--- src/verilog/fir_pkg.sv ---
// Shared definitions for the 29-tap complex symmetric FIR filter
// Data widths, tap and lane counts, FSM codes and complex I/Q types
`default_nettype none

package fir_pkg;

  // Sample, coefficient and arithmetic widths
  localparam int SAMP_W      = 24;
  localparam int COEF_W      = 27;
  localparam int PRE_W       = 25;
  localparam int PROD_W      = 53;
  localparam int PSUM_W      = 56;
  localparam int OUT_W       = 32;
  localparam int FRAC_SHIFT  = 23;

  // Filter geometry
  localparam int NUM_TAPS    = 29;
  localparam int NUM_COEFS   = 15;
  localparam int COEF_ADDR_W = 4;
  localparam int NUM_LANES   = 5;
  localparam int NUM_PHASES  = 3;
  localparam int FIFO_DEPTH  = 4;

  // Scheduler FSM codes
  localparam logic [1:0] ST_WAIT = 2'd0;
  localparam logic [1:0] ST_PH0  = 2'd1;
  localparam logic [1:0] ST_PH1  = 2'd2;
  localparam logic [1:0] ST_PH2  = 2'd3;

  typedef struct packed {logic signed [SAMP_W-1:0] i; logic signed [SAMP_W-1:0] q;} samp_t;
  typedef struct packed {logic signed [COEF_W-1:0] i; logic signed [COEF_W-1:0] q;} coef_t;
  typedef struct packed {logic signed [PRE_W-1:0] i; logic signed [PRE_W-1:0] q;} pre_t;
  typedef struct packed {logic signed [PROD_W-1:0] i; logic signed [PROD_W-1:0] q;} prod_t;

endpackage

`default_nettype wire

--- src/verilog/tap_bus_if.sv ---
// Operand bus from the tap scheduler to the MAC datapath
// One phase per valid strobe, the sink always accepts
`default_nettype none
`timescale 1ns/10ps

interface tap_bus_if;

  logic           valid;
  // Near taps and their mirrored far taps
  fir_pkg::samp_t samp_a [fir_pkg::NUM_LANES];
  fir_pkg::samp_t samp_b [fir_pkg::NUM_LANES];
  fir_pkg::coef_t coef   [fir_pkg::NUM_LANES];
  // Phase markers
  logic           first;
  logic           last;

  modport source (output valid, samp_a, samp_b, coef, first, last);
  modport sink   (input valid, samp_a, samp_b, coef, first, last);

endinterface

`default_nettype wire

--- src/verilog/fir_scheduler.sv ---
// Tap scheduler for the symmetric complex FIR
// Holds coefficients and the delay line, pops one sample per output
// and issues three phases of mirrored tap pairs onto the operand bus
`default_nettype none
`timescale 1ns/10ps

module fir_scheduler
(
  input  logic                            clk,
  input  logic                            RST,
  input  fir_pkg::samp_t                  head_i,
  input  logic                            empty_i,
  output logic                            pop_o,
  input  logic                            push_coef_i,
  input  logic [fir_pkg::COEF_ADDR_W-1:0] coef_addr_i,
  input  fir_pkg::coef_t                  coef_i,
  tap_bus_if.source                       bus
);

  fir_pkg::coef_t coef_mem [fir_pkg::NUM_COEFS];
  fir_pkg::samp_t dly      [fir_pkg::NUM_TAPS];
  logic [1:0]     state;

  // Pop only from the idle state
  assign pop_o = (state == fir_pkg::ST_WAIT) & ~empty_i;

  //////////////////////////////////////////////////////////////////////
  // Coefficient memory and delay line
  //////////////////////////////////////////////////////////////////////

  always_ff @(posedge clk or posedge RST)
  begin
    if (RST)
    begin
      for (int c = 0; c < fir_pkg::NUM_COEFS; c++)
        coef_mem[c] <= '0;
    end
    else if (push_coef_i && (int'(coef_addr_i) < fir_pkg::NUM_COEFS))
      coef_mem[coef_addr_i] <= coef_i;
  end

  // Newest sample lands in tap 0
  always_ff @(posedge clk or posedge RST)
  begin
    if (RST)
    begin
      for (int t = 0; t < fir_pkg::NUM_TAPS; t++)
        dly[t] <= '0;
    end
    else if (pop_o)
    begin
      dly[0] <= head_i;
      for (int t = 1; t < fir_pkg::NUM_TAPS; t++)
        dly[t] <= dly[t-1];
    end
  end

  //////////////////////////////////////////////////////////////////////
  // Phase FSM
  //////////////////////////////////////////////////////////////////////

  always_ff @(posedge clk or posedge RST)
  begin
    if (RST)
    begin
      state     <= fir_pkg::ST_WAIT;
      bus.valid <= 1'b0;
      bus.first <= 1'b0;
      bus.last  <= 1'b0;
    end
    else
    begin
      case (state)
        fir_pkg::ST_WAIT: if (!empty_i) state <= fir_pkg::ST_PH0;
        fir_pkg::ST_PH0:  state <= fir_pkg::ST_PH1;
        fir_pkg::ST_PH1:  state <= fir_pkg::ST_PH2;
        default:          state <= fir_pkg::ST_WAIT;
      endcase
      bus.valid <= (state != fir_pkg::ST_WAIT);
      bus.first <= (state == fir_pkg::ST_PH0);
      bus.last  <= (state == fir_pkg::ST_PH2);
    end
  end

  // Lane l of phase p pairs tap 5p+l with tap 28-(5p+l)
  always_ff @(posedge clk)
  begin
    for (int l = 0; l < fir_pkg::NUM_LANES; l++)
    begin
      case (state)
        fir_pkg::ST_PH0:
        begin
          bus.samp_a[l] <= dly[l];
          bus.samp_b[l] <= dly[fir_pkg::NUM_TAPS-1-l];
          bus.coef[l]   <= coef_mem[l];
        end
        fir_pkg::ST_PH1:
        begin
          bus.samp_a[l] <= dly[fir_pkg::NUM_LANES+l];
          bus.samp_b[l] <= dly[fir_pkg::NUM_TAPS-1-fir_pkg::NUM_LANES-l];
          bus.coef[l]   <= coef_mem[fir_pkg::NUM_LANES+l];
        end
        fir_pkg::ST_PH2:
        begin
          bus.samp_a[l] <= dly[(fir_pkg::NUM_PHASES-1)*fir_pkg::NUM_LANES+l];
          // Center tap has no mirror partner
          if ((fir_pkg::NUM_PHASES-1)*fir_pkg::NUM_LANES + l == fir_pkg::NUM_TAPS/2)
            bus.samp_b[l] <= '0;
          else
            bus.samp_b[l] <= dly[fir_pkg::NUM_TAPS-1-(fir_pkg::NUM_PHASES-1)*fir_pkg::NUM_LANES-l];
          bus.coef[l]   <= coef_mem[(fir_pkg::NUM_PHASES-1)*fir_pkg::NUM_LANES+l];
        end
        default: ;
      endcase
    end
  end

endmodule

`default_nettype wire

--- src/flat_wrapper.sv ---
// flat-port wrapper written by rule: the top's interface ports become plain ports
module fir_scheduler_flat 
  (clk, RST, head_i, empty_i, pop_o, push_coef_i, coef_addr_i, coef_i, bus_valid, bus_samp_a, bus_samp_b, bus_coef, bus_first, bus_last);
  tap_bus_if bus_i ();
  input  logic clk;
  input  logic RST;
  input  fir_pkg::samp_t head_i;
  input  logic empty_i;
  output logic pop_o;
  input  logic push_coef_i;
  input  logic [fir_pkg::COEF_ADDR_W-1:0] coef_addr_i;
  input  fir_pkg::coef_t coef_i;
  output wire logic [$bits(bus_i.valid)-1:0] bus_valid;
  output wire logic [$bits(bus_i.samp_a)-1:0] bus_samp_a;
  output wire logic [$bits(bus_i.samp_b)-1:0] bus_samp_b;
  output wire logic [$bits(bus_i.coef)-1:0] bus_coef;
  output wire logic [$bits(bus_i.first)-1:0] bus_first;
  output wire logic [$bits(bus_i.last)-1:0] bus_last;
  assign bus_valid = bus_i.valid;
  assign bus_samp_a = {>>{bus_i.samp_a}};
  assign bus_samp_b = {>>{bus_i.samp_b}};
  assign bus_coef = {>>{bus_i.coef}};
  assign bus_first = bus_i.first;
  assign bus_last = bus_i.last;
  fir_scheduler u_core (.clk(clk), .RST(RST), .head_i(head_i), .empty_i(empty_i), .pop_o(pop_o), .push_coef_i(push_coef_i), .coef_addr_i(coef_addr_i), .coef_i(coef_i), .bus(bus_i));
endmodule
--- config.mk ---
export PLATFORM = sky130hd
export DESIGN_NAME = fir_scheduler_flat
export DESIGN_NICKNAME = d
export VERILOG_FILES = /design/src/verilog/fir_pkg.sv /design/src/verilog/tap_bus_if.sv /design/src/verilog/fir_scheduler.sv /design/src/flat_wrapper.sv
export SDC_FILE = /design/constraint.sdc
export NUM_CORES = 2
export LEC_CHECK = 0
export ABC_AREA = 1
export BUFFER_PORTS_ARGS = -buffer_cell sky130_fd_sc_hd__buf_2
export CORE_ASPECT_RATIO = 1.25
export CORE_MARGIN = 2
export CORE_UTILIZATION = 55
export DETAILED_ROUTE_END_ITERATION = 10
export GPL_TIMING_DRIVEN = 0
export HOLD_SLACK_MARGIN = 0.02
export PLACE_DENSITY_LB_ADDON = 0.12
export SYNTH_ARGS = -nofsm -noshare
export SYNTH_HDL_FRONTEND = slang
export SYNTH_SLANG_ARGS = --single-unit
--- constraint.sdc ---
create_clock -name clk -period 94.6 [get_ports clk]
set_clock_uncertainty 0.05 [all_clocks]
set_input_delay 14.19 -clock clk [delete_from_list [all_inputs] [get_ports clk]]
set_output_delay 14.19 -clock clk [all_outputs]
set_load 0.1 [all_outputs]
==> out/qor.yml <==
status: "finished, violations left"
violations: "capacitance limit, slew limit"
numPortBuffers: 809
grt_overflow_total: 0
yosysSeqAreaShare: 0.667
area_growth_pct: 15.3
num_vias: 93600
whs_path_depth: 2
wl_met2_mm: 184
cts-htree-levels: 5
postCtsHoldBufs: 0
highest_layer: "met5"
cts_tree: "built"
post_cts_buffers: 0
drv_cap: 2
post-route-period-util: 0.321
yosys.area_share.simple: 0.133
dp_hpwl_mm: 311
start_kind: "input pin"
drtIter0Drc: 13100
clock_latency_ns: 0.89
grt_pass1_wl_mm: 612
holdPathEnd: "u_core.coef_mem[447]"
ant_nets: 0
cts_buffers: 293
antenna_found_initial: 66
syn_area_mm2: 0.117
chipHeight_um: 519
drv_slew: 11
cts_buffer_depth: 4
hold_path_class: "flop to flop"
critical_path_class: "input pin to primary output"
wl_met3_mm: 52.6
place_congestion: 0.987
wl_mm: 426
nNetsFinal: 12700
grt_pass1_vias: 90000
postLayoutCellArea_mm2: 0.134
worstMarginPinSlew_ns: 1.52
ff2ff_path_depth: 7
cts-resized-gates: 0
r2r-start: "u_core.state[0]"
finalSetupViolCount: 0
drt_first_pass_iters: 8
avgSynthCellArea_um2: 10.2
grt_util_all_layers: 0.390
synth_nets: 11600
end_kind: "primary output"
wl_met1_mm: 165
yosysWarningCount: 0
grt_max_degree: 154
synth_compound_area_frac: 0.137
ys_seq_elements: 2957
coreArea_mm2: 0.211
cts.sinks: 2957
regToRegSetupSlack_ns: 90.11
fp-row-count: 189
drc: 0
synth_xor_area_frac: 0
layout-drive-gt1-share: 0.130
arrival_ns: 16.10
yosysUniqueCellTypes: 24
cts_root_buf: "clkbuf_16"
io_pins: 864
dpl_cell_area_mm2: 0.125
die_area_mm2: 0.216
fin_crit_ns: 30.34
synthCells: 11500
wl_per_cell_um: 27.3
crit_fanout: 10
die_w_um: 416
relSlewSlack: -0.0117
clk_pin_slew_ns: 0.06
crit_start: "empty_i"
start_util: 0.552
fill_cells: 17600
grt_setup_unrepaired: "false"
hold_start: "u_core.coef_mem[447]"
required_ns: 80.36
yosys.area_share.adder: 0.000536
synthMuxAreaShare: 0
synth_top_family_by_area: "compound AO/OA/AOI/OAI gates"
finalHoldViolations: 0
viasPerCell: 5.99
r2r_end: "u_core.bus.samp_b[48]"
fmax_ghz: 0.0330
-- cells by family (layout without fill, tap and decap cells) --
kind of cell | Yosys count | count (layout)
flops | 2957 | 2957
buf+inv | 1793 | 3146
fa+ha+maj | 5 | 5
simple gates | 3908 | 3908
compound gates | 2824 | 2824
other cells | 0 | 20
-- cells in the mapped netlist --
master / n / area share
a22oi_1: 702 / 0.045
inv_2: 7 / 0.00023
o21ai_0: 1583 / 0.068
nor2_8: 1 / 0.00017
buf_4: 42 / 0.0027
dfrtp_1: 2207 / 0.47
or2_1: 1 / 0.000054
nand3_2: 6 / 0.00052
inv_1: 971 / 0.031
o21ai_1: 489 / 0.021
buf_1: 88 / 0.0028
nor2_2: 4 / 0.00021
nand2_4: 6 / 0.00058
nand2_2: 3 / 0.00016
buf_6: 16 / 0.0015
o22ai_1: 49 / 0.0026
ha_1: 5 / 0.00054
nand3_1: 486 / 0.021
buf_2: 300 / 0.013
clkbuf_1: 369 / 0.012
a21oi_1: 1 / 0.000043
edfxtp_1: 750 / 0.19
nor2_4: 9 / 0.00087
nand2_1: 3392 / 0.11
-- critical path, stage by stage --
cell	delay [ns]
buf_2	0.11
or2_1	0.24
buf_6	0.16
inv_2	0.09
buf_6	0.19
buf_4	0.28
buf_4	0.28
buf_2	0.51
-- cell type report --
| cell class | count | area, um^2 | area share |
|---|---|---|---|
| diodes | 20 | 50.0 | 0.000372 |
| plain buffers | 815 | 3720 | 0.0277 |
| clock buffers | 412 | 8530 | 0.0634 |
| clock inverters | 107 | 1010 | 0.00752 |
| inverters | 978 | 3690 | 0.0274 |
| multi-input cells | 6737 | 31500 | 0.234 |
| flip-flops and latches | 2957 | 77700 | 0.578 |
| well taps | 2769 | 3460 | 0.0258 |
| repair buffers | 834 | 4720 | 0.0352 |
-- worst max-delay path by stage --
stage | to | slack [ns]
final | pop_o | 64.26
after global routing | pop_o | 64.25
after CTS | pop_o | 64.31
after detailed placement | pop_o | 64.31
after global placement | u_core.coef_mem[114] | -3.68
after floorplan | u_core.bus.first | 18.00
-- layout by cell type, fill, tap and decap left out, types with 48 or more instances in the layout --
| master | Yosys | routed |
|---|---|---|
| buf_2 | 300 | 1109 |
| o22ai_1 | 49 | 49 |
| a22oi_1 | 702 | 702 |
| edfxtp_1 | 750 | 750 |
| clkbuf_16 | 0 | 312 |
| dfrtp_1 | 2207 | 2207 |
| inv_1 | 971 | 970 |
| nand3_1 | 486 | 486 |
| o21ai_0 | 1583 | 1583 |
| nand2_1 | 3392 | 3392 |
| clkbuf_1 | 369 | 429 |
| clkinv_2 | 0 | 48 |
| buf_1 | 88 | 88 |
| o21ai_1 | 489 | 489 |
-- per-layer routing --
layer / GRT usage / up-vias
met5: 0 / -
met4: 0.200 / 16
met3: 0.110 / 934
met2: 0.563 / 5823
met1: 0.544 / 46500
li1: - / 40300
-- metrics by stage --
stage          TNS [ns]  utilization  setup slack (ns)  hold WS, ns  std cells
6_report              0        0.636             64.26        0.421      15600
5_1_grt               0        0.636             64.25        0.438      15600
4_1_cts               0        0.636             64.31        0.422      15600
3_5_place_dp          0        0.590             64.31        0.408      15100
3_3_place_gp   -6605.04        0.587             -3.68        0.403      15100
2_1_floorplan         0            -             18.00        0.392      11500
-- state kept, by name, summed over array words and instances, names as in the netlist --
name,cells
u_core.dly,1392
u_core.coef_mem,810
u_core.bus.coef,270
u_core.bus.samp_a,240
u_core.bus.samp_b,240
u_core.state,2
u_core.bus.first,1
u_core.bus.last,1
u_core.bus.valid,1
Power is left out: the tool's default activity adds up to more than one toggle a clock period on the data nets, which glitch-free logic cannot reach.
