===== src/verilog/fir_pkg.sv =====
// Shared definitions for the 29-tap complex symmetric FIR filter
// Data widths, tap and lane counts, FSM codes and complex I/Q types
`default_nettype none

package fir_pkg;

  // Sample, coefficient and arithmetic widths
  localparam int SAMP_W      = 24;
  localparam int COEF_W      = 27;
  localparam int PRE_W       = 25;
  localparam int PROD_W      = 53;
  localparam int PSUM_W      = 56;
  localparam int OUT_W       = 32;
  localparam int FRAC_SHIFT  = 23;

  // Filter geometry
  localparam int NUM_TAPS    = 29;
  localparam int NUM_COEFS   = 15;
  localparam int COEF_ADDR_W = 4;
  localparam int NUM_LANES   = 5;
  localparam int NUM_PHASES  = 3;
  localparam int FIFO_DEPTH  = 4;

  // Scheduler FSM codes
  localparam logic [1:0] ST_WAIT = 2'd0;
  localparam logic [1:0] ST_PH0  = 2'd1;
  localparam logic [1:0] ST_PH1  = 2'd2;
  localparam logic [1:0] ST_PH2  = 2'd3;

  typedef struct packed {logic signed [SAMP_W-1:0] i; logic signed [SAMP_W-1:0] q;} samp_t;
  typedef struct packed {logic signed [COEF_W-1:0] i; logic signed [COEF_W-1:0] q;} coef_t;
  typedef struct packed {logic signed [PRE_W-1:0] i; logic signed [PRE_W-1:0] q;} pre_t;
  typedef struct packed {logic signed [PROD_W-1:0] i; logic signed [PROD_W-1:0] q;} prod_t;

endpackage

`default_nettype wire


===== src/verilog/sample_fifo.sv =====
// Input sample FIFO
// Circular buffer of I/Q samples with registered full and empty flags
`default_nettype none
`timescale 1ns/10ps

module sample_fifo
(
  input  logic           clk,
  input  logic           RST,
  input  logic           push_i,
  input  fir_pkg::samp_t data_i,
  input  logic           pop_i,
  output fir_pkg::samp_t head_o,
  output logic           empty_o,
  output logic           full_o
);

  fir_pkg::samp_t mem [fir_pkg::FIFO_DEPTH];

  logic [$clog2(fir_pkg::FIFO_DEPTH)-1:0] wr_ptr;
  logic [$clog2(fir_pkg::FIFO_DEPTH)-1:0] rd_ptr;
  logic [$clog2(fir_pkg::FIFO_DEPTH)-1:0] wr_ptr_inc;
  logic [$clog2(fir_pkg::FIFO_DEPTH)-1:0] rd_ptr_inc;
  logic                                   wr_en;
  logic                                   rd_en;

  // Pushes while full are lost
  assign wr_en      = push_i & ~full_o;
  assign rd_en      = pop_i & ~empty_o;
  assign wr_ptr_inc = wr_ptr + 1'b1;
  assign rd_ptr_inc = rd_ptr + 1'b1;
  assign head_o     = mem[rd_ptr];

  always_ff @(posedge clk)
  begin
    if (wr_en)
      mem[wr_ptr] <= data_i;
  end

  always_ff @(posedge clk or posedge RST)
  begin
    if (RST)
    begin
      wr_ptr  <= '0;
      rd_ptr  <= '0;
      empty_o <= 1'b1;
      full_o  <= 1'b0;
    end
    else
    begin
      if (wr_en)
        wr_ptr <= wr_ptr_inc;
      if (rd_en)
        rd_ptr <= rd_ptr_inc;
      // Push and pop together keep both flags
      if (wr_en && !rd_en)
      begin
        empty_o <= 1'b0;
        full_o  <= (wr_ptr_inc == rd_ptr);
      end
      else if (rd_en && !wr_en)
      begin
        full_o  <= 1'b0;
        empty_o <= (rd_ptr_inc == wr_ptr);
      end
    end
  end

endmodule

`default_nettype wire


===== config.mk =====
export PLATFORM = sky130hd
export DESIGN_NAME = sample_fifo
export DESIGN_NICKNAME = d
export VERILOG_FILES = /design/src/verilog/fir_pkg.sv /design/src/verilog/sample_fifo.sv
export SDC_FILE = /design/constraint.sdc
export NUM_CORES = 1
export LEC_CHECK = 0
export ABC_CLOCK_PERIOD_IN_PS = 2900
export BUFFER_PORTS_ARGS = -buffer_cell sky130_fd_sc_hd__buf_2
export CAP_MARGIN = 40
export CELL_PAD_IN_SITES_DETAIL_PLACEMENT = 0
export CELL_PAD_IN_SITES_GLOBAL_PLACEMENT = 1
export CORE_ASPECT_RATIO = 0.5
export CORE_UTILIZATION = 52
export CTS_BUF_LIST = sky130_fd_sc_hd__clkbuf_8
export CTS_CLUSTER_DIAMETER = 80
export CTS_CLUSTER_SIZE = 14
export DETAILED_ROUTE_END_ITERATION = 16
export GPL_TIMING_DRIVEN = 0
export PLACE_DENSITY_LB_ADDON = 0.1
export SYNTH_ARGS = -nofsm -noshare
export SYNTH_HDL_FRONTEND = slang
export SYNTH_SLANG_ARGS = --single-unit

===== constraint.sdc =====
create_clock -name clk -period 2.9 [get_ports clk]
set_clock_uncertainty 0.15 [all_clocks]
set_input_delay 0.725 -clock clk [delete_from_list [all_inputs] [get_ports clk]]
set_output_delay 0.725 -clock clk [all_outputs]
set_load 0.005 [all_outputs]

==> metrics.yaml, run 1 <==
worst_setup_path:
  crit_arrival_ns: 1.85
  cp-end-kind: "output port"
  critPathMaxFanout: 10
  cp-start-kind: "register"
  reg2reg_to: "mem[1][37]"
  reg2reg_from: "full_o"
  path_class: "register to output port"
  crit_required_ns: 2.03
  ff2ff_setup_slack_ns: 0.57
  reg2reg_depth: 4
floorplanning:
  dieArea_mm2: 0.0147
  rows: 30
  fp.dieH_um: 86.2
  die_w_um: 170
  ioPinCount: 102
  start_util: 0.538
  coreArea_mm2: 0.0137
drt:
  antenna_left: 0
  firstDrtPassIters: 4
  finalWirelength_um: 12300
  wire_per_inst_um: 19.8
  via_per_inst: 5.31
  drc: 0
  drt-initial-drc-count: 202
  vias: 3279
place:
  gp_congestion: 0.717
  pre_cts_slack_ns: 0.130
  placed_area_mm2: 0.00820
  portBuffers: 101
  dpl.hpwl_um: 7840
synth:
  syn_area_per_cell_um2: 25.5
  synth_cell_types: 24
  synth_cells: 289
  synth.cell_area_mm2: 0.00737
  ys_seq_area_frac: 0.803
  yosysWarnings: 0
  synth.net_count: 346
  ys_seq_elements: 198
grt:
  antenna_found_initial: 0
  grt_pass1_vias: 3559
  grt_usage: 0.181
  grt_max_degree: 32
  grt-ovfl-total: 0
  grt_pass1_wl_um: 18800
power_and_ir_drop:
  leakagePower_nw: 2.96
  p_sw_frac: 0.294
  seqPwrFrac: 0.475
  pwr-share-clk: 0.208
  powerDensity_mw_per_mm2: 970
  vdd_drop_max_mv: 0.357
  power.switching_mw: 2.45
  comb_power_share: 0.317
  intPower_mw: 5.89
cts:
  clock_sinks: 198
  ctsHoldBuffers: 0
  cts_htree_levels: 4
  clk_latency_ns: 0.45
  cts_buffers: 17
  ctsResizeCount: 0
  path_clk_slew_ns: 0.11
  clock-root-buffer: "clkbuf_8"
  post_cts_buffers: 0
  tritoncts: "built"
  clockBufferDepth: 2
timing:
  timing.hold.ws_ns: 0.0348
  fmax_mhz: 367
  min_period_ns: 2.73
  final.setup.worst_slack_ns: 0.175
  worst_slew_pin_slew_ns: 0.800
  slew_viol_final: 0
  relSlewSlack: 0.467
  final.period_utilization: 0.940
  hold_viol: 0
  finalSetupViolCount: 0
  rsz0062_at_grt: "no"
outcome:
  status: "finished, final reports clean"
run:
  max-cap-violations: 0
final_layout:
  fin_area_mm2: 0.00860
  nets: 470
  postLayoutCoreUtil: 0.627
  fillCellCount: 944
  area_growth_pct: 16.6
  drive_gt1_frac: 0.469
  antenna_cells: 0
hold_path:
  hp-class: "primary input to asynchronous set/reset pin"
## logic make-up after synthesis
kind of cell | Yosys count | share of synthesized area
mux | 48 | 0.148
xor+xnor | 6 | 0.00713
buf+inv | 16 | 0.0205
simple gates | 13 | 0.0107
flops | 198 | 0.803
fa+ha+maj | 5 | 0.00849
compound gates | 3 | 0.00272
## metal layers
metal / vias up / GRT usage / wire length, µm
met3: 8 / 0.0521 / 570
met5: - / 0 / 0
li1: 1470 / - / -
met1: 1717 / 0.232 / 5440
met4: 0 / 0.0541 / 76
met2: 84 / 0.305 / 6170
## cell usage after synthesis, drive strengths merged
| cell type | n | area (µm²) |
|---|---|---|
| nor2b | 1 | 6.26 |
| nor2 | 1 | 3.75 |
| a221o | 1 | 10.0 |
| nor4b | 2 | 17.5 |
| dfstp | 1 | 26.3 |
| buf | 12 | 136 |
| o21ai | 2 | 10.0 |
| nand2 | 2 | 7.51 |
| nand3b | 1 | 7.51 |
| edfxtp | 192 | 5770 |
| and2 | 4 | 25.0 |
| xnor2 | 4 | 35.0 |
| nand2b | 1 | 6.26 |
| mux4 | 48 | 1090 |
| xor2 | 2 | 17.5 |
| dfrtp | 5 | 125 |
| nand3 | 1 | 5.00 |
| clkbuf | 1 | 3.75 |
| inv | 3 | 11.3 |
| ha | 5 | 62.6 |
## layout by cell type (no fill, tap or decap), drive strengths merged
| cell type | netlist | routed |
|---|---|---|
| xnor2 | 4 | 4 |
| nand2b | 1 | 1 |
| mux4 | 48 | 48 |
| nand2 | 2 | 2 |
| ha | 5 | 5 |
| and2 | 4 | 4 |
| o21ai | 2 | 2 |
| nand3 | 1 | 1 |
| clkbuf | 1 | 18 |
| dfstp | 1 | 1 |
| nor4b | 2 | 2 |
| nor2 | 1 | 1 |
| buf | 12 | 117 |
| dfrtp | 5 | 5 |
| clkinvlp | 0 | 2 |
| nand3b | 1 | 1 |
| xor2 | 2 | 2 |
| edfxtp | 192 | 192 |
| bufinv | 0 | 1 |
| inv | 3 | 10 |
| a221o | 1 | 1 |
| nor2b | 1 | 1 |
| clkinv | 0 | 5 |
## registers in the layout, indices dropped and copies added, names as in the netlist
signal	flops
wr_ptr	2
empty_o	1
mem	192
rd_ptr	2
full_o	1
## worst max-delay path by stage
stage                 end       from  slack (ns)  cells past startpoint
6_report       head_o[16]  rd_ptr[0]        0.17                      4
3_5_place_dp    mem[3][9]     push_i        0.13                      5
2_1_floorplan   mem[1][0]     push_i        0.09                      3
3_3_place_gp    mem[0][9]     push_i       -0.89                      4
4_1_cts        head_o[14]  rd_ptr[0]        0.12                      4
5_1_grt        head_o[14]  rd_ptr[0]        0.09                      4
## final cells by class
cell class	count	area [µm²]	area share
clock buffers	17	234	0.0272
flip-flops and latches	198	5920	0.688
clock inverters	15	161	0.0188
inverters	3	11.3	0.00131
plain buffers	13	140	0.0163
repair buffers	105	586	0.0681
multi-input cells	75	1310	0.152
well taps	192	240	0.0279
## through the flow
stage               instances  setup TNS [ns]  total power [mW]
detailed placement        586               0              6.75
finish                    618               0              8.34
global route              618               0              8.77
global placement          582         -168.27              6.61
floorplan                 289               0              5.72
CTS                       618               0              8.47
## power groups by stage
stage                     logic (mW)  clock network, mW  registers, mW
after floorplan                 1.72                  0           4.00
after global placement          2.57                  0           4.04
after detailed placement        2.71                  0           4.03
after CTS                       2.73               1.78           3.97
after global routing            2.88               1.88           4.01
final                           2.65               1.74           3.96
## worst max-delay path, stage by stage, from the launching register on
cell	delay, ns
dfrtp_1	0.35
buf_6	0.20
buf_12	0.18
mux4_2	0.52
buf_2	0.14
No activity file was read; power rests on OpenSTA's default activity.
==> inputs of run 2 (changes only) <==
--- a/config.mk
+++ b/config.mk
@@ -11,8 +11,8 @@
 export CELL_PAD_IN_SITES_DETAIL_PLACEMENT = 0
 export CELL_PAD_IN_SITES_GLOBAL_PLACEMENT = 1
 export CORE_ASPECT_RATIO = 0.5
-export CORE_UTILIZATION = 52
-export CTS_BUF_LIST = sky130_fd_sc_hd__clkbuf_8
+export CORE_UTILIZATION = 50
+export CTS_BUF_LIST = sky130_fd_sc_hd__clkbuf_16
 export CTS_CLUSTER_DIAMETER = 80
 export CTS_CLUSTER_SIZE = 14
 export DETAILED_ROUTE_END_ITERATION = 16
==> metrics.yaml, run 2 (same netlist as run 1, synthesis figures left out) <==
outcome:
  status: "finished, final reports clean"
place:
  portBuffers: 101
  dpl.hpwl_um: 8250
  placed_area_mm2: 0.00820
  gp_congestion: 0.815
cts:
  path_clk_slew_ns: 0.07
  ctsResizeCount: 0
  post_cts_buffers: 0
  tritoncts: "built"
  ctsHoldBuffers: 0
  clk_latency_ns: 0.42
  cts_buffers: 17
  clockBufferDepth: 2
  cts_htree_levels: 4
  clock-root-buffer: "clkbuf_16"
  clock_sinks: 198
power_and_ir_drop:
  p_total_mw: 8.85
  p_sw_frac: 0.286
  vdd_drop_max_mv: 0.444
  power.switching_mw: 2.53
  seqPwrFrac: 0.448
  leakagePower_nw: 3.04
  powerDensity_mw_per_mm2: 1010
  pwr-share-clk: 0.251
  comb_power_share: 0.301
  intPower_mw: 6.32
timing:
  relSlewSlack: 0.497
  rsz0062_at_grt: "no"
  fmax_mhz: 373
  worst_slew_pin_slew_ns: 0.755
  hold_viol: 0
  final.period_utilization: 0.924
  slew_viol_final: 0
  finalSetupViolCount: 0
  min_period_ns: 2.68
worst_setup_path:
  critPathMaxFanout: 10
  crit_required_ns: 2.03
  cp-start-kind: "register"
  path_class: "register to output port"
  crit_arrival_ns: 1.80
  cp-end-kind: "output port"
grt:
  grt_pass1_wl_um: 19700
  grt_usage: 0.181
  grt-ovfl-total: 0
  grt_pass1_vias: 3573
  antenna_found_initial: 1
  grt_max_degree: 30
drt:
  finalWirelength_um: 12700
  firstDrtPassIters: 4
  drt-initial-drc-count: 194
  via_per_inst: 5.33
  antenna_left: 0
  vias: 3300
  drc: 0
  wire_per_inst_um: 20.5
run:
  max-cap-violations: 0
final_layout:
  fin_area_mm2: 0.00877
  area_growth_pct: 19.0
  reg.largest.list: "mem x192, rd_ptr x2, wr_ptr x2"
  final_common_cell: "edfxtp_1"
  largest_reg_flops: 192
  nets: 470
  final_cell_mix: "edfxtp_1 (192), buf_2 (107), mux4_2 (46)"
  drive_gt1_frac: 0.465
  largest-register: "mem"
  postLayoutCoreUtil: 0.628
  fillCellCount: 978
floorplanning:
  fp.dieH_um: 87.9
  die_w_um: 174
  ioPinCount: 102
  start_util: 0.528
  rows: 30
  coreArea_mm2: 0.0140
  dieArea_mm2: 0.0153
hold_path:
  hp-class: "primary input to asynchronous set/reset pin"
[run 2: power groups by stage]
stage / clock network, mW / logic (mW) / registers [mW]
6_report: 2.22 / 2.66 / 3.97
4_1_cts: 2.26 / 2.74 / 3.98
3_5_place_dp: 0 / 2.73 / 4.04
3_3_place_gp: 0 / 2.59 / 4.04
5_1_grt: 2.37 / 2.89 / 4.02
2_1_floorplan: 0 / 1.72 / 4.00
[run 2: routing by layer]
metal	GRT usage	part of all wire	wire [µm]
met2	0.292	0.49	6230
met3	0.0386	0.042	532
met4	0.0622	0.010	128
met1	0.251	0.46	5800
met5	0	0	0
[run 2: cell type report]
type,count,area (µm²),area share
clock buffers,17,425,0.0485
plain buffers,13,140,0.0160
repair buffers,105,586,0.0668
flip-flops and latches,198,5920,0.675
well taps,192,240,0.0274
multi-input cells,75,1310,0.149
diodes,1,2.50,0.000285
inverters,3,11.3,0.00128
clock inverters,15,140,0.0160
[run 2: through the flow]
stage	hold slack [ns]	worst slack (ns)	setup TNS (ns)	cells
6_report	0.0719	0.220	0	619
5_1_grt	0.0804	0.142	0	618
4_1_cts	0.0593	0.190	0	618
3_5_place_dp	0.424	0.227	0	586
3_3_place_gp	0.354	-0.880	-166.56	582
2_1_floorplan	0.344	0.0905	0	289
[run 2: final timing paths]
kind                             from         end  slack (ns)  depth (start not counted)
max                         rd_ptr[0]  head_o[13]        0.22                          4
min                               RST      full_o        0.07                          2
max reg2reg                    full_o   mem[3][4]        0.67                          4
min reg2reg                    full_o      full_o        0.42                          2
max in group asynchronous         RST     empty_o        2.26                          2
min in group clk           data_i[14]  mem[2][14]        0.36                          1
[run 2: worst max-delay path: stages, from the launching register on]
cell     delay (ns)
dfrtp_1        0.35
buf_6          0.19
buf_12         0.17
mux4_2         0.51
buf_2          0.16
==> inputs of run 3 (changes only) <==
--- a/config.mk
+++ b/config.mk
@@ -6,7 +6,7 @@
 export NUM_CORES = 1
 export LEC_CHECK = 0
 export ABC_CLOCK_PERIOD_IN_PS = 2900
-export BUFFER_PORTS_ARGS = -buffer_cell sky130_fd_sc_hd__buf_2
+export BUFFER_PORTS_ARGS = -buffer_cell sky130_fd_sc_hd__buf_4
 export CAP_MARGIN = 40
 export CELL_PAD_IN_SITES_DETAIL_PLACEMENT = 0
 export CELL_PAD_IN_SITES_GLOBAL_PLACEMENT = 1
@@ -17,7 +17,7 @@
 export CTS_CLUSTER_SIZE = 14
 export DETAILED_ROUTE_END_ITERATION = 16
 export GPL_TIMING_DRIVEN = 0
-export PLACE_DENSITY_LB_ADDON = 0.1
+export PLACE_DENSITY = 0.88
 export SYNTH_ARGS = -nofsm -noshare
 export SYNTH_HDL_FRONTEND = slang
 export SYNTH_SLANG_ARGS = --single-unit
==> metrics.yaml, run 3 (same netlist as run 1, synthesis figures left out) <==
worst_setup_path:
  path_class: "register to output port"
  critPathMaxFanout: 10
  cp-start-kind: "register"
  crit_required_ns: 2.03
  cp-end-kind: "output port"
  crit_arrival_ns: 1.85
final_layout:
  final_cell_mix: "edfxtp_1 (192), buf_4 (101), mux4_2 (46)"
  fin_area_mm2: 0.00906
  largest-register: "mem"
  antenna_cells: 0
  final_common_cell: "edfxtp_1"
  reg.largest.list: "mem x192, rd_ptr x2, wr_ptr x2"
  largest_reg_flops: 192
  postLayoutCoreUtil: 0.649
  drive_gt1_frac: 0.464
  nets: 471
  instances_no_fill: 619
  area_growth_pct: 22.9
drt:
  finalWirelength_um: 12500
  drt-initial-drc-count: 239
  firstDrtPassIters: 6
  antenna_left: 0
  drc: 0
  vias: 3271
  via_per_inst: 5.28
  wire_per_inst_um: 20.1
cts:
  clock_sinks: 198
  clockBufferDepth: 2
  post_cts_buffers: 0
  clk_latency_ns: 0.43
  tritoncts: "built"
  ctsHoldBuffers: 0
  clock-root-buffer: "clkbuf_16"
  path_clk_slew_ns: 0.07
  cts_buffers: 17
  ctsResizeCount: 0
  cts_htree_levels: 4
place:
  placed_area_mm2: 0.00848
  portBuffers: 101
  dpl.hpwl_um: 7840
  gp_congestion: 0.718
  dpl.cell_count: 587
timing:
  rsz0062_at_grt: "no"
  min_period_ns: 2.72
  relSlewSlack: 0.469
  final.period_utilization: 0.939
  fmax_mhz: 367
  slew_viol_final: 0
  finalSetupViolCount: 0
  worst_slew_pin_slew_ns: 0.796
  hold_viol: 0
power_and_ir_drop:
  leakagePower_nw: 3.15
  powerDensity_mw_per_mm2: 1020
  p_total_mw: 9.22
  vdd_drop_max_mv: 0.518
floorplanning:
  ioPinCount: 102
  coreArea_mm2: 0.0140
  fp.dieH_um: 87.9
  start_util: 0.528
  rows: 30
  die_w_um: 174
  dieArea_mm2: 0.0153
hold_path:
  hp-class: "primary input to asynchronous set/reset pin"
run:
  max-cap-violations: 0
outcome:
  status: "finished, final reports clean"
grt:
  grt_max_degree: 28
  grt_pass1_wl_um: 18800
  grt_usage: 0.172
  grt_pass1_vias: 3407
  antenna_found_initial: 0
  grt-ovfl-total: 0
[run 3: cell type report]
type | count | area [µm²]
plain buffers | 13 | 140
clock buffers | 17 | 425
clock inverters | 15 | 153
fillers | 963 | 4900
inverters | 3 | 11.3
multi-input cells | 75 | 1310
flip-flops and latches | 198 | 5920
well taps | 192 | 240
repair buffers | 106 | 866
[run 3: critical path: stages, from the launching register on]
cell     delay [ns]
dfrtp_1        0.36
buf_6          0.19
buf_12         0.17
mux4_2         0.54
buf_4          0.16
[run 3: through the flow]
step | worst slack (ns) | hold slack, ns | TNS (ns)
CTS | 0.143 | 0.0571 | 0
global placement | -0.988 | 0.360 | -181.64
detailed placement | 0.151 | 0.368 | 0
floorplan | 0.0905 | 0.344 | 0
global route | 0.130 | 0.0727 | 0
finish | 0.177 | 0.0629 | 0
[run 3: per-layer routing]
metal / track usage / routed length [µm] / vias up
met5: 0 / 0 / -
met4: 0.0766 / 157 / 0
met3: 0.0317 / 414 / 15
met2: 0.295 / 6440 / 74
met1: 0.223 / 5440 / 1700
li1: - / - / 1482
[run 3: worst paths after layout]
check | slack (ns) | from | depth (start not counted) | to
worst min register to register | 0.38 | full_o | 2 | full_o
min in group clk | 0.34 | data_i[31] | 1 | mem[0][31]
worst max-delay path | 0.18 | rd_ptr[0] | 4 | head_o[41]
worst min-delay path | 0.06 | RST | 2 | full_o
worst max register to register | 0.61 | full_o | 4 | mem[3][8]
max in group asynchronous | 2.26 | RST | 2 | empty_o
[run 3: power breakdown]
group | switching, mW | total [mW] | internal, mW
Clock | 1.02 | 2.30 | 1.28
Sequential | 0.138 | 3.96 | 3.82
Combinational | 1.33 | 2.96 | 1.63
Total | 2.48 | 9.22 | 6.73
