**config.mk**
```make
export PLATFORM = sky130hd
export DESIGN_NAME = phase_accumulator
export DESIGN_NICKNAME = d
export VERILOG_FILES = /design/src/verilog/fir_pkg.sv /design/src/verilog/phase_accumulator.sv
export SDC_FILE = /design/constraint.sdc
export NUM_CORES = 1
export LEC_CHECK = 0
export BUFFER_PORTS_ARGS = -buffer_cell sky130_fd_sc_hd__buf_2
export CELL_PAD_IN_SITES_DETAIL_PLACEMENT = 0
export CELL_PAD_IN_SITES_GLOBAL_PLACEMENT = 1
export CORE_MARGIN = 2
export CORE_UTILIZATION = 36
export CTS_CLUSTER_SIZE = 12
export DETAILED_ROUTE_END_ITERATION = 10
export GPL_TIMING_DRIVEN = 0
export HOLD_SLACK_MARGIN = 0.08
export PLACE_DENSITY = 0.73
export REMOVE_ABC_BUFFERS = 1
export SLEW_MARGIN = 20
export SYNTH_ARGS = -nofsm -noshare
export SYNTH_HDL_FRONTEND = slang
export SYNTH_SLANG_ARGS = --single-unit
```
**constraint.sdc**
```tcl
create_clock -name clk -period 3.96 [get_ports clk]
set_input_delay 0.792 -clock clk [delete_from_list [all_inputs] [get_ports clk]]
set_output_delay 0.792 -clock clk [all_outputs]
set_load 0.005 [all_outputs]
```
**src/verilog/fir_pkg.sv**
```systemverilog
// Shared definitions for the 29-tap complex symmetric FIR filter
// Data widths, tap and lane counts, FSM codes and complex I/Q types
`default_nettype none

package fir_pkg;

  // Sample, coefficient and arithmetic widths
  localparam int SAMP_W      = 24;
  localparam int COEF_W      = 27;
  localparam int PRE_W       = 25;
  localparam int PROD_W      = 53;
  localparam int PSUM_W      = 56;
  localparam int OUT_W       = 32;
  localparam int FRAC_SHIFT  = 23;

  // Filter geometry
  localparam int NUM_TAPS    = 29;
  localparam int NUM_COEFS   = 15;
  localparam int COEF_ADDR_W = 4;
  localparam int NUM_LANES   = 5;
  localparam int NUM_PHASES  = 3;
  localparam int FIFO_DEPTH  = 4;

  // Scheduler FSM codes
  localparam logic [1:0] ST_WAIT = 2'd0;
  localparam logic [1:0] ST_PH0  = 2'd1;
  localparam logic [1:0] ST_PH1  = 2'd2;
  localparam logic [1:0] ST_PH2  = 2'd3;

  typedef struct packed {logic signed [SAMP_W-1:0] i; logic signed [SAMP_W-1:0] q;} samp_t;
  typedef struct packed {logic signed [COEF_W-1:0] i; logic signed [COEF_W-1:0] q;} coef_t;
  typedef struct packed {logic signed [PRE_W-1:0] i; logic signed [PRE_W-1:0] q;} pre_t;
  typedef struct packed {logic signed [PROD_W-1:0] i; logic signed [PROD_W-1:0] q;} prod_t;

endpackage

`default_nettype wire

```
**src/verilog/phase_accumulator.sv**
```systemverilog
// Phase accumulator
// Sums three phase results into one I/Q output and strobes push_o
`default_nettype none
`timescale 1ns/10ps

module phase_accumulator
(
  input  logic                             clk,
  input  logic                             RST,
  input  logic                             phase_valid_i,
  input  logic                             first_i,
  input  logic                             last_i,
  input  logic signed [fir_pkg::OUT_W-1:0] phase_i_i,
  input  logic signed [fir_pkg::OUT_W-1:0] phase_q_i,
  output logic                             push_o,
  output logic [fir_pkg::OUT_W-1:0]        fi_o,
  output logic [fir_pkg::OUT_W-1:0]        fq_o
);

  logic signed [fir_pkg::OUT_W-1:0] acc_i;
  logic signed [fir_pkg::OUT_W-1:0] acc_q;
  logic signed [fir_pkg::OUT_W-1:0] tot_i;
  logic signed [fir_pkg::OUT_W-1:0] tot_q;

  // Phase 0 restarts the total, wraps modulo 2^32
  assign tot_i = first_i ? phase_i_i : acc_i + phase_i_i;
  assign tot_q = first_i ? phase_q_i : acc_q + phase_q_i;

  always_ff @(posedge clk)
  begin
    if (phase_valid_i)
    begin
      acc_i <= tot_i;
      acc_q <= tot_q;
    end
  end

  always_ff @(posedge clk or posedge RST)
  begin
    if (RST)
    begin
      push_o <= 1'b0;
      fi_o   <= '0;
      fq_o   <= '0;
    end
    else
    begin
      push_o <= phase_valid_i & last_i;
      if (phase_valid_i && last_i)
      begin
        fi_o <= tot_i;
        fq_o <= tot_q;
      end
    end
  end

endmodule

`default_nettype wire

```
==> metrics.md, run 1 <==
| Metric | Value |
|---|---|
| Max VDD drop | approximately 0.24 mV |
| Clock skew | 0.0100 ns |
| CTS H-Tree Depth | 4 |
| 1st-pass router iterations | 4 |
| Cts bufs inserted | 17 |
| Sequential share of the synthesized area | a little over two fifths |
| Fin crit share | 86.1% |
| Die extent in x | 156 um |
| Most common cell after layout, fill and taps aside | nand2_1 |
| Worst Setup End Kind | register |
| PortBufs | 133 |
| Crit Path Max Fanout | 3 |
| Reg2reg setup slack | 0.67 ns |
| Max-cap violations | 0 |
| Cell area after synthesis | 8290 um2 |
| Most frequent cells in the layout | nand2_1, buf_2, dfrtp_1, edfxtp_1, ha_1 |
| Number of global-route vias before repair | 6365 |
| CP Class | in2reg |
| Row count | 55 |
| DR vias | 6420 |
| Synth cell types | 77 |
| Fin. Hold Viols | 0 |
| I/O pins | between 100 and 150 |
| Die area | 24200 um2 |
| Grt total ovfl | 0 |
| Die Y-Extent | 156 um |
| CTS Buffer Depth | 2 |
| Clock root buffer | clkbuf_16 |
| Global-route wire length before repair | 33000 um |
| Total Routing Usage GR | approximately 17% |
| Pleak | 4.47 nW |
| Reg2reg start | acc_q[0]$_DFFE_PP_ |
| Post-Place Cells | 1215 |
| Final Wtd Congestion | 0.854 |
| Area Growth Syn to Fin | 19.8% |
| Initial antenna violation count | 0 |
| FMAX | between 200 and 300 MHz |
| 1st-iter DRT viols | 310 |
| HP Class | in2async |
| Setup crit start | phase_i_i[0] |
| Relative slew slack | 58.7% |
| # hold bufs at CTS | 0 |
| Post-Synthesis Mean Instance Area | ~10 um2 |
| Tightest Pin Transition | 0.618 ns |
| Post-Layout Cell Count | ~1.2k |
| Crit path launch type | input pin |
| Synthesis warning total | 0 |
| Drt via density | ~5.1 |
| Final nets | 1082 |
| CTS tree | built |
| Clk_lat worst skew | around 0.42 ns |
| Layout cells sized above 1 | 25.7% |
| DRC | 0 |
| Clock Pin Slew Worst Setup and Hold Paths | 0.06 ns |
| P per Cell Area | 528 nW/um2 |
| WL/cell | 16.0 um |
| Worst endpoint required time | 4.26 ns |
| Critical Path AT | 3.71 ns |
| Diodes inserted | 0 |
| Worst Hold Slack | 0.329 ns |
| Total negative slack | 0 ns |
| Core area | around 23000 um2 |
| Post-synth EDFFs | between 60 and 70 |
| Post-synthesis register bit count | around 130 |
| Final HPWL DP | 14400 um |
| Post_cts resized | 0 |
| Post-Syn Instances | 826 |
| Postcts setup bufs | 0 |
| Setup-violating endpoint count in the final report | 0 |
| Clk sinks | 129 |
| Routed Antenna Nets | 0 |
| Final wirelength | 19900 um |
| Dominant synthesized flop cell | dfrtp_1 |
| Final min period | approximately 3.4 ns |
| Status | complete, no violations |
| Final Max Tran Viols | 0 |
| Async S/R FF share, synth | a little over 50% |
| Initial Util | between 30 and 40% |
| Largest net degree at the start of global routing | 65 |
| RSZ-0062 raised after global routing | no |
[path summary, 6_finish.rpt]
| kind | to | depth (start not counted) |
|---|---|---|
| max | fi_o[30]$_DFFE_PP0P_ | 12 |
| min | fq_o[29]$_DFFE_PP0P_ | 2 |
| max reg2reg | acc_q[30]$_DFFE_PP_ | 11 |
| min reg2reg | fq_o[12]$_DFFE_PP0P_ | 2 |
| max in group asynchronous | fi_o[24]$_DFFE_PP0P_ | 3 |
| min in group clk | fq_o[12]$_DFFE_PP0P_ | 2 |
[power by group]
part           total [W]  switching, W  internal [W]
logic            0.00161      0.000869      0.000739
clock network    0.00181      0.000631       0.00118
registers        0.00182      0.000106       0.00171
total            0.00524       0.00161       0.00363
[cells by family after synthesis]
family	share of synthesized area (%)
compound gates	18.0
xor+xnor	6.03
fa+ha+maj	9.85
buf+inv	2.82
flops	42.8
mux	7.41
simple gates	13.1
[flip-flops by register name, indices dropped and copies added, names as in the netlist]
name,flops
fq_o,32
acc_i,32
fi_o,32
acc_q,32
push_o,1
[per-stage QoR]
step	util [%]	area (um2)	power (W)	worst slack (ns)
2_1_floorplan	-	8130	0.00293	0.726
3_3_place_gp	40.4	9150	0.00343	-2.26
3_5_place_dp	40.9	9260	0.00346	0.108
4_1_cts	43.8	9930	0.00531	0.541
5_1_grt	43.9	9930	0.00558	0.274
6_report	43.9	9930	0.00524	0.552
[worst max-delay path: stages]
cell	delay, ns
buf_2	0.11
ha_1	0.23
fa_1	0.42
a21oi_1	0.22
o21ai_1	0.13
a211oi_1	0.39
nor4_1	0.16
or2_1	0.31
a2111oi_2	0.38
xor2_1	0.18
o21ai_1	0.10
mux2_2	0.29
[layout make-up]
| type | count | area [um2] |
|---|---|---|
| repair buffers | 137 | 773 |
| well taps | 285 | 357 |
| inverters | 20 | 80.1 |
| flip-flops and latches | 129 | 3550 |
| clock inverters | 14 | 236 |
| clock buffers | 18 | 429 |
| multi-input cells | 644 | 4510 |
| fillers | 2208 | 12700 |
[metal layers]
layer	track usage, %	up-vias	share of wire [%]
met2	28.3	112	48
met1	22.8	2995	47
met5	0	-	0
met3	2.64	21	3.7
met4	5.42	0	1.4
li1	-	3292	-
[cell usage after synthesis, types with 20 or more instances]
master    number  area [um2]
clkbuf_1      25        93.8
o21ai_0       61         305
edfxtp_1      64        1920
a21o_1        29         218
nand2_1      140         526
dfrtp_1       65        1630
a21oi_1       57         285
ha_1          62         776
mux2_2        51         574
nor2_1        29         109
inv_1         20        75.1
xor2_1        25         219
xnor2_1       32         280
No activity file was read; power rests on OpenSTA's default activity.
==> run 2: changes to the inputs <==
--- a/config.mk
+++ b/config.mk
@@ -7,14 +7,13 @@
 export LEC_CHECK = 0
 export BUFFER_PORTS_ARGS = -buffer_cell sky130_fd_sc_hd__buf_2
 export CELL_PAD_IN_SITES_DETAIL_PLACEMENT = 0
-export CELL_PAD_IN_SITES_GLOBAL_PLACEMENT = 1
+export CELL_PAD_IN_SITES_GLOBAL_PLACEMENT = 2
 export CORE_MARGIN = 2
 export CORE_UTILIZATION = 36
 export CTS_CLUSTER_SIZE = 12
 export DETAILED_ROUTE_END_ITERATION = 10
-export GPL_TIMING_DRIVEN = 0
 export HOLD_SLACK_MARGIN = 0.08
-export PLACE_DENSITY = 0.73
+export PLACE_DENSITY = 0.85
 export REMOVE_ABC_BUFFERS = 1
 export SLEW_MARGIN = 20
 export SYNTH_ARGS = -nofsm -noshare
==> run 2 against run 1 <==
  * Cell count rose by 0.24%
  * Global-route usage rose by 0.33 points
  * Sequential share of layout area rose by 0.52 points
  * Critical path type unchanged
  * Highest routed layer unchanged
  * Die area did not move
  * Core utilization fell by 0.62 points
  * Wire length rose by 2.6%
  * First-iteration DRC count fell by 3.9%
  * Sequential cell count did not move
  * Register-to-register slack improved by 0.12 ns
  * Power fell by 4.6%
  * Clock-buffer cell count did not move
==> metrics.md, run 2 (synthesis results as in run 1) <==
| Metric | Value |
|---|---|
| Status | complete, no violations |
| Tightest Pin Transition | 0.946 ns (+0.328 ns) |
| Layout cells sized above 1 | 25.9% (+0.23 points) |
| Crit Path Max Fanout | 3 (unchanged) |
| DRC | 0 (unchanged) |
| Final HPWL DP | 14600 um (+1.4%) |
| Post_cts resized | 0 (unchanged) |
| Max VDD drop | 0.203 mV (-14%) |
| CTS H-Tree Depth | 4 (unchanged) |
| CP Class | in2reg |
| Global-route wire length before repair | 33400 um (+1.4%) |
| Number of global-route vias before repair | 6455 (+1.4%) |
| Setup-violating endpoint count in the final report | 0 (unchanged) |
| CTS tree | built |
| Total negative slack | 0 ns (unchanged) |
| Postcts setup bufs | 0 (unchanged) |
| Worst endpoint required time | 4.26 ns (about the same) |
| Fin crit share | 83.1% (-3.0 points) |
| Switching power | 0.00161 W (+0.21%) |
| Largest net degree at the start of global routing | 74 (+14%) |
| Die area | 24200 um2 (unchanged) |
| I/O pins | 134 (unchanged) |
| WP buf/inv | 1 (unchanged) |
| CP delay by family, top | compound AO/OA/AOI/OAI gates |
| DR vias | 6484 (+1.0%) |
| FMAX | 304 MHz (+3.6%) |
| Clk_lat worst skew | 0.42 ns (about the same) |
| 1st-pass router iterations | 5 (+1) |
| Fin. Hold Viols | 0 (unchanged) |
| Critical-path cell list | buf_2 > ha_1 > fa_1 > a21oi_1 > o21ai_1 > a211oi_1 > nor4_1 > or2_1 > a2111oi_2 > xor2_1 > o21ai_1 > mux2_2 |
| Pleak | 4.42 nW (-1.1%) |
| PortBufs | 133 (unchanged) |
| Initial Util | 36.6% (unchanged) |
| WL/cell | 16.3 um (+2.4%) |
| Final nets | 1086 (+0.37%) |
| Initial antenna violation count | 0 (unchanged) |
| Clk sinks | 129 (unchanged) |
| Slowest-stage cell, CP | fa_1 |
| Total Routing Usage GR | 17.3% (+0.33 points) |
| Final Util | 43.2% (-0.62 points) |
| Core area | 22600 um2 (unchanged) |
| Die extent in x | 156 um (unchanged) |
| Area Growth Syn to Fin | 18.1% |
| Sw Share | 32.2% (+1.5 points) |
| Worst Hold Slack | 0.469 ns (+0.140 ns) |
| Diodes inserted | 0 (unchanged) |
| Most frequent cells in the layout | nand2_1, buf_2, dfrtp_1, edfxtp_1, ha_1 |
| Power share of the clock group | 31.4% (-3.2 points) |
| Die Y-Extent | 156 um (unchanged) |
| Clock skew | 0.0115 ns (+0.00150 ns) |
| Worst Setup End Kind | register |
| Clock root buffer | clkbuf_16 |
| Routed Antenna Nets | 0 (unchanged) |
| CTS Buffer Depth | 2 (unchanged) |
| RSZ-0062 raised after global routing | no |
| Final wirelength | 20400 um (+2.6%) |
| Final Wtd Congestion | 0.827 (-3.1%) |
| Cts bufs inserted | 17 (unchanged) |
| Max-cap violations | 0 (unchanged) |
| Relative slew slack | 36.9% (-22 points) |
| Comb power frac | 32.1% (+1.4 points) |
| Crit path launch type | input pin |
| Critical Path Max Stage Delay | 0.42 ns (about the same) |
| Clock Pin Slew Worst Setup and Hold Paths | 0.06 ns (about the same) |
| HP Class | reg2reg |
| Final min period | 3.29 ns (-0.119 ns) |
| Critical Path AT | 3.59 ns (-0.12 ns) |
| # hold bufs at CTS | 0 (unchanged) |
| 1st-iter DRT viols | 298 (-3.9%) |
| Drt via density | 5.19 (+0.75%) |
| Row count | 55 (unchanged) |
| Most frequent CP cell | o21ai_1 |
| Final Max Tran Viols | 0 (unchanged) |
| Power Internal | 0.00339 W (-6.7%) |
| P per Cell Area | 511 nW/um2 (-3.2%) |
| Seq pwr share | 36.5% (+1.8 points) |
| Grt total ovfl | 0 (unchanged) |
| Most common cell after layout, fill and taps aside | nand2_1 |
==> run 2: cell types whose count changed in the layout (fill, tap and decap cells not counted) <==
cell / before / now
clkinvlp_4: 2 / 3
clkbuf_8: 0 / 1
clkbuf_1: 1 / 0
inv_6: 1 / 2
buf_12: 1 / 0
clkinv_2: 3 / 4
bufinv_16: 6 / 2
inv_4: 2 / 0
buf_16: 3 / 0
buf_2: 131 / 132
buf_4: 2 / 9
inv_2: 0 / 2
nand2_2: 1 / 0
nand2_1: 139 / 140
==> run 2: through the flow <==
step / std cells / worst slack [ns] / cell area, um2 / total power (W)
finish: 1250 / 0.671 / 9790 / 0.00500
floorplan: 793 / 0.726 / 8130 / 0.00293
global placement: 1219 / 0.224 / 9210 / 0.00345
CTS: 1250 / 0.642 / 9790 / 0.00507
detailed placement: 1219 / 0.197 / 9210 / 0.00346
global route: 1250 / 0.414 / 9790 / 0.00533
==> run 2: cell type report <==
class / instances / area, um2
Clock inverter: 13 / 138
Timing Repair Buffer: 141 / 728
Sequential cell: 129 / 3550
Fill cell: 2220 / 12900
Inverter: 20 / 75.1
Multi-Input combinational cell: 644 / 4500
Tap cell: 285 / 357
Clock buffer: 18 / 439
==> run 2: final timing paths <==
kind / start / to / slack (ns) / cells past startpoint
max in group asynchronous: RST / fi_o[12]$_DFFE_PP0P_ / 2.70 / 3
min in group asynchronous: RST / fq_o[25]$_DFFE_PP0P_ / 0.65 / 3
max: phase_i_i[0] / fi_o[30]$_DFFE_PP0P_ / 0.67 / 12
min: fq_o[18]$_DFFE_PP0P_ / fq_o[18]$_DFFE_PP0P_ / 0.47 / 2
min reg2reg: fq_o[18]$_DFFE_PP0P_ / fq_o[18]$_DFFE_PP0P_ / 0.47 / 2
max reg2reg: acc_i[0]$_DFFE_PP_ / fi_o[30]$_DFFE_PP0P_ / 0.79 / 11
==> run 2: power by group through the flow <==
| stage | logic [W] | registers [W] | clock network, W |
|---|---|---|---|
| detailed placement | 0.00161 | 0.00185 | 0 |
| global route | 0.00180 | 0.00186 | 0.00167 |
| CTS | 0.00162 | 0.00183 | 0.00162 |
| floorplan | 0.00107 | 0.00186 | 0 |
| global placement | 0.00160 | 0.00185 | 0 |
| finish | 0.00160 | 0.00183 | 0.00157 |
==> run 2: per-layer routing <==
metal,up-vias,track usage [%],wire (um)
met2,105,29.7,10100
met5,-,0,0
met4,0,5.50,270
met3,16,2.69,538
li1,3292,-,-
met1,3071,22.5,9530
==> run 2: tightest hold or removal path, stage by stage (launching register included) <==
cell and delay (ns):
dfrtp_1 0.34, nand2_1 0.05, nand2_1 0.05
==> run 3: changes to the inputs <==
==> constraint.sdc (replaced) <==
create_clock -name clk -period 3.35 [get_ports clk]
set_input_delay 0.67 -clock clk [delete_from_list [all_inputs] [get_ports clk]]
set_output_delay 0.67 -clock clk [all_outputs]
set_load 0.005 [all_outputs]
==> run 3 against run 2 <==
  * Register-to-register slack got worse by 0.48 ns
  * First-iteration DRC count fell by 3.4%
  * Combinational power is 25% higher
  * Critical path type is now reg2reg
  * Critical endpoint is now acc_q[30]$_DFFE_PP_
  * Largest cell class unchanged
==> metrics.md, run 3 (synthesis results as in run 1) <==
| Metric | Value |
|---|---|
| Global-route wire length before repair | 34100 um (+2.0%) |
| Worst Setup End Kind | register |
| PortBufs | 133 (unchanged) |
| Post-Place Cells | 1255 (+3.0%) |
| DRC | 0 (unchanged) |
| DR vias | 6608 (+1.9%) |
| Max-cap violations | 0 (unchanged) |
| Fin. Hold Viols | 0 (unchanged) |
| Pwr Total | 0.00619 W (+24%) |
| Clk_lat worst skew | 0.41 ns (about the same) |
| Max VDD drop | 0.267 mV (+31%) |
| Routed Antenna Nets | 0 (unchanged) |
| Core area | 22600 um2 (unchanged) |
| Initial antenna violation count | 0 (unchanged) |
| Cts bufs inserted | 17 (unchanged) |
| Diodes inserted | 0 (unchanged) |
| Final HPWL DP | 14800 um (+1.1%) |
| FMAX | 329 MHz |
| Post-Layout Cell Count | 1287 (+3.0%) |
| 1st-iter DRT viols | 288 (-3.4%) |
| Critical Path AT | 3.19 ns (-0.40 ns) |
| Final wirelength | 20500 um (+0.44%) |
| Clock root buffer | clkbuf_16 |
| Die extent in x | 156 um (unchanged) |
| Die Y-Extent | 156 um (unchanged) |
| Layout cells sized above 1 | 28.8% (+2.9 points) |
| Clk sinks | 129 (unchanged) |
| Dpl ws | -0.162 ns (-0.359 ns) |
| Largest net degree at the start of global routing | 65 (-12%) |
| Fin crit share | about nine tenths |
| Row count | 55 (unchanged) |
| Pleak | 4.64 nW (+4.9%) |
| Final Wtd Congestion | 0.856 (+3.5%) |
| Worst endpoint required time | 3.50 ns (-0.76 ns) |
| Die area | 24200 um2 (unchanged) |
| Most common cell after layout, fill and taps aside | nand2_1 |
| PnR worst setup slack | 0.308 ns (-0.363 ns) |
| R2R cell count | 12 (+1) |
| Status | complete, no violations |
| Crit Path Max Fanout | 4 (+1) |
| # hold bufs at CTS | 0 (unchanged) |
| Relative slew slack | 35.0% (-1.9 points) |
| Total Routing Usage GR | 17.5% (+0.22 points) |
| Postcts setup bufs | 0 (unchanged) |
| 1st-pass router iterations | 5 (unchanged) |
| Initial Util | 36.6% (unchanged) |
| CTS H-Tree Depth | 4 (unchanged) |
| Grt total ovfl | 0 (unchanged) |
| Final min period | ~3 ns |
| Number of global-route vias before repair | 6706 (+3.9%) |
| Clock skew | 0.0133 ns (+0.00180 ns) |
| Clock Pin Slew Worst Setup and Hold Paths | 0.06 ns (about the same) |
| Most frequent cells in the layout | nand2_1, buf_2, dfrtp_1, edfxtp_1, ha_1 |
| Crit path launch type | register |
| CTS Buffer Depth | 2 (unchanged) |
| I/O pins | 134 (unchanged) |
| HP Class | in2async |
| CTS tree | built |
| Area Growth Syn to Fin | 22.7% |
| Setup-violating endpoint count in the final report | 0 (unchanged) |
| CP Class | reg2reg |
| WL/cell | 15.9 um (-2.4%) |
| Post_cts resized | 0 (unchanged) |
| Drt via density | 5.13 (-1.0%) |
| Tightest Pin Transition | 0.975 ns (+0.0286 ns) |
| Final Max Tran Viols | 0 (unchanged) |
| RSZ-0062 raised after global routing | no |
| P per Cell Area | 609 nW/um2 (+19%) |
| Final nets | 1122 (+3.3%) |
run 3: changes by cell type in the layout (fill, tap and decap cells not counted):
cell	delta
buf_4	+33
a31oi_1	-1
a31oi_2	+1
inv_6	-1
bufinv_16	+2
a211oi_1	-1
clkinv_2	-1
buf_12	+3
clkbuf_8	+1
a211oi_2	+1
run 3: area by class of cell:
class	count	area [um2]
Clock buffer	19	453
Clock inverter	13	184
Fill cell	2231	12500
Inverter	20	75.1
Multi-Input combinational cell	644	4510
Sequential cell	129	3550
Tap cell	285	357
Timing Repair Buffer	177	1040
run 3: power by group:
group          switching, W  internal (W)  total, W
combinational       0.00104      0.000961   0.00200
sequential         0.000136       0.00203   0.00216
clock              0.000739       0.00129   0.00203
total               0.00192       0.00427   0.00619
run 3: routing by layer:
| layer | wire length, um | up-vias | share of wire [%] | global-route usage [%] |
|---|---|---|---|---|
| met5 | 0 | - | 0 | 0 |
| met2 | 9980 | 104 | 49 | 30.7 |
| met1 | 9760 | 3130 | 48 | 22.7 |
| li1 | - | 3362 | - | - |
| met4 | 173 | 0 | 0.84 | 3.98 |
| met3 | 588 | 12 | 2.9 | 3.06 |
run 3: final timing paths:
path,from,end,slack (ns)
worst max-delay path,acc_q[0]$_DFFE_PP_,acc_q[30]$_DFFE_PP_,0.31
worst min-delay path,RST,fq_o[25]$_DFFE_PP0P_,0.33
worst max register to register,acc_q[0]$_DFFE_PP_,acc_q[30]$_DFFE_PP_,0.31
worst min register to register,fq_o[4]$_DFFE_PP0P_,fq_o[4]$_DFFE_PP0P_,0.47
max in group asynchronous,RST,fi_o[7]$_DFFE_PP0P_,2.34
min in group clk,fq_o[4]$_DFFE_PP0P_,fq_o[4]$_DFFE_PP0P_,0.47
run 3: metrics by stage:
step	area [um2]	util, %	TNS [ns]	hold slack [ns]
2_1_floorplan	8130	-	0	0.470
3_3_place_gp	9520	42.0	-0.601	0.454
3_5_place_dp	9520	42.0	-1.06	0.459
4_1_cts	10200	44.9	0	0.352
5_1_grt	10200	44.9	0	0.364
6_report	10200	44.9	0	0.332
run 3: worst max-delay path, cell delays in order, from the launching register on:
cell,delay (ns)
edfxtp_1,0.37
ha_1,0.23
fa_1,0.41
a21oi_1,0.29
o211ai_1,0.15
a21oi_1,0.17
buf_4,0.16
o21ai_2,0.07
a31oi_1,0.29
o21ai_2,0.11
a31oi_1,0.29
xor2_1,0.16
o21ai_0,0.08
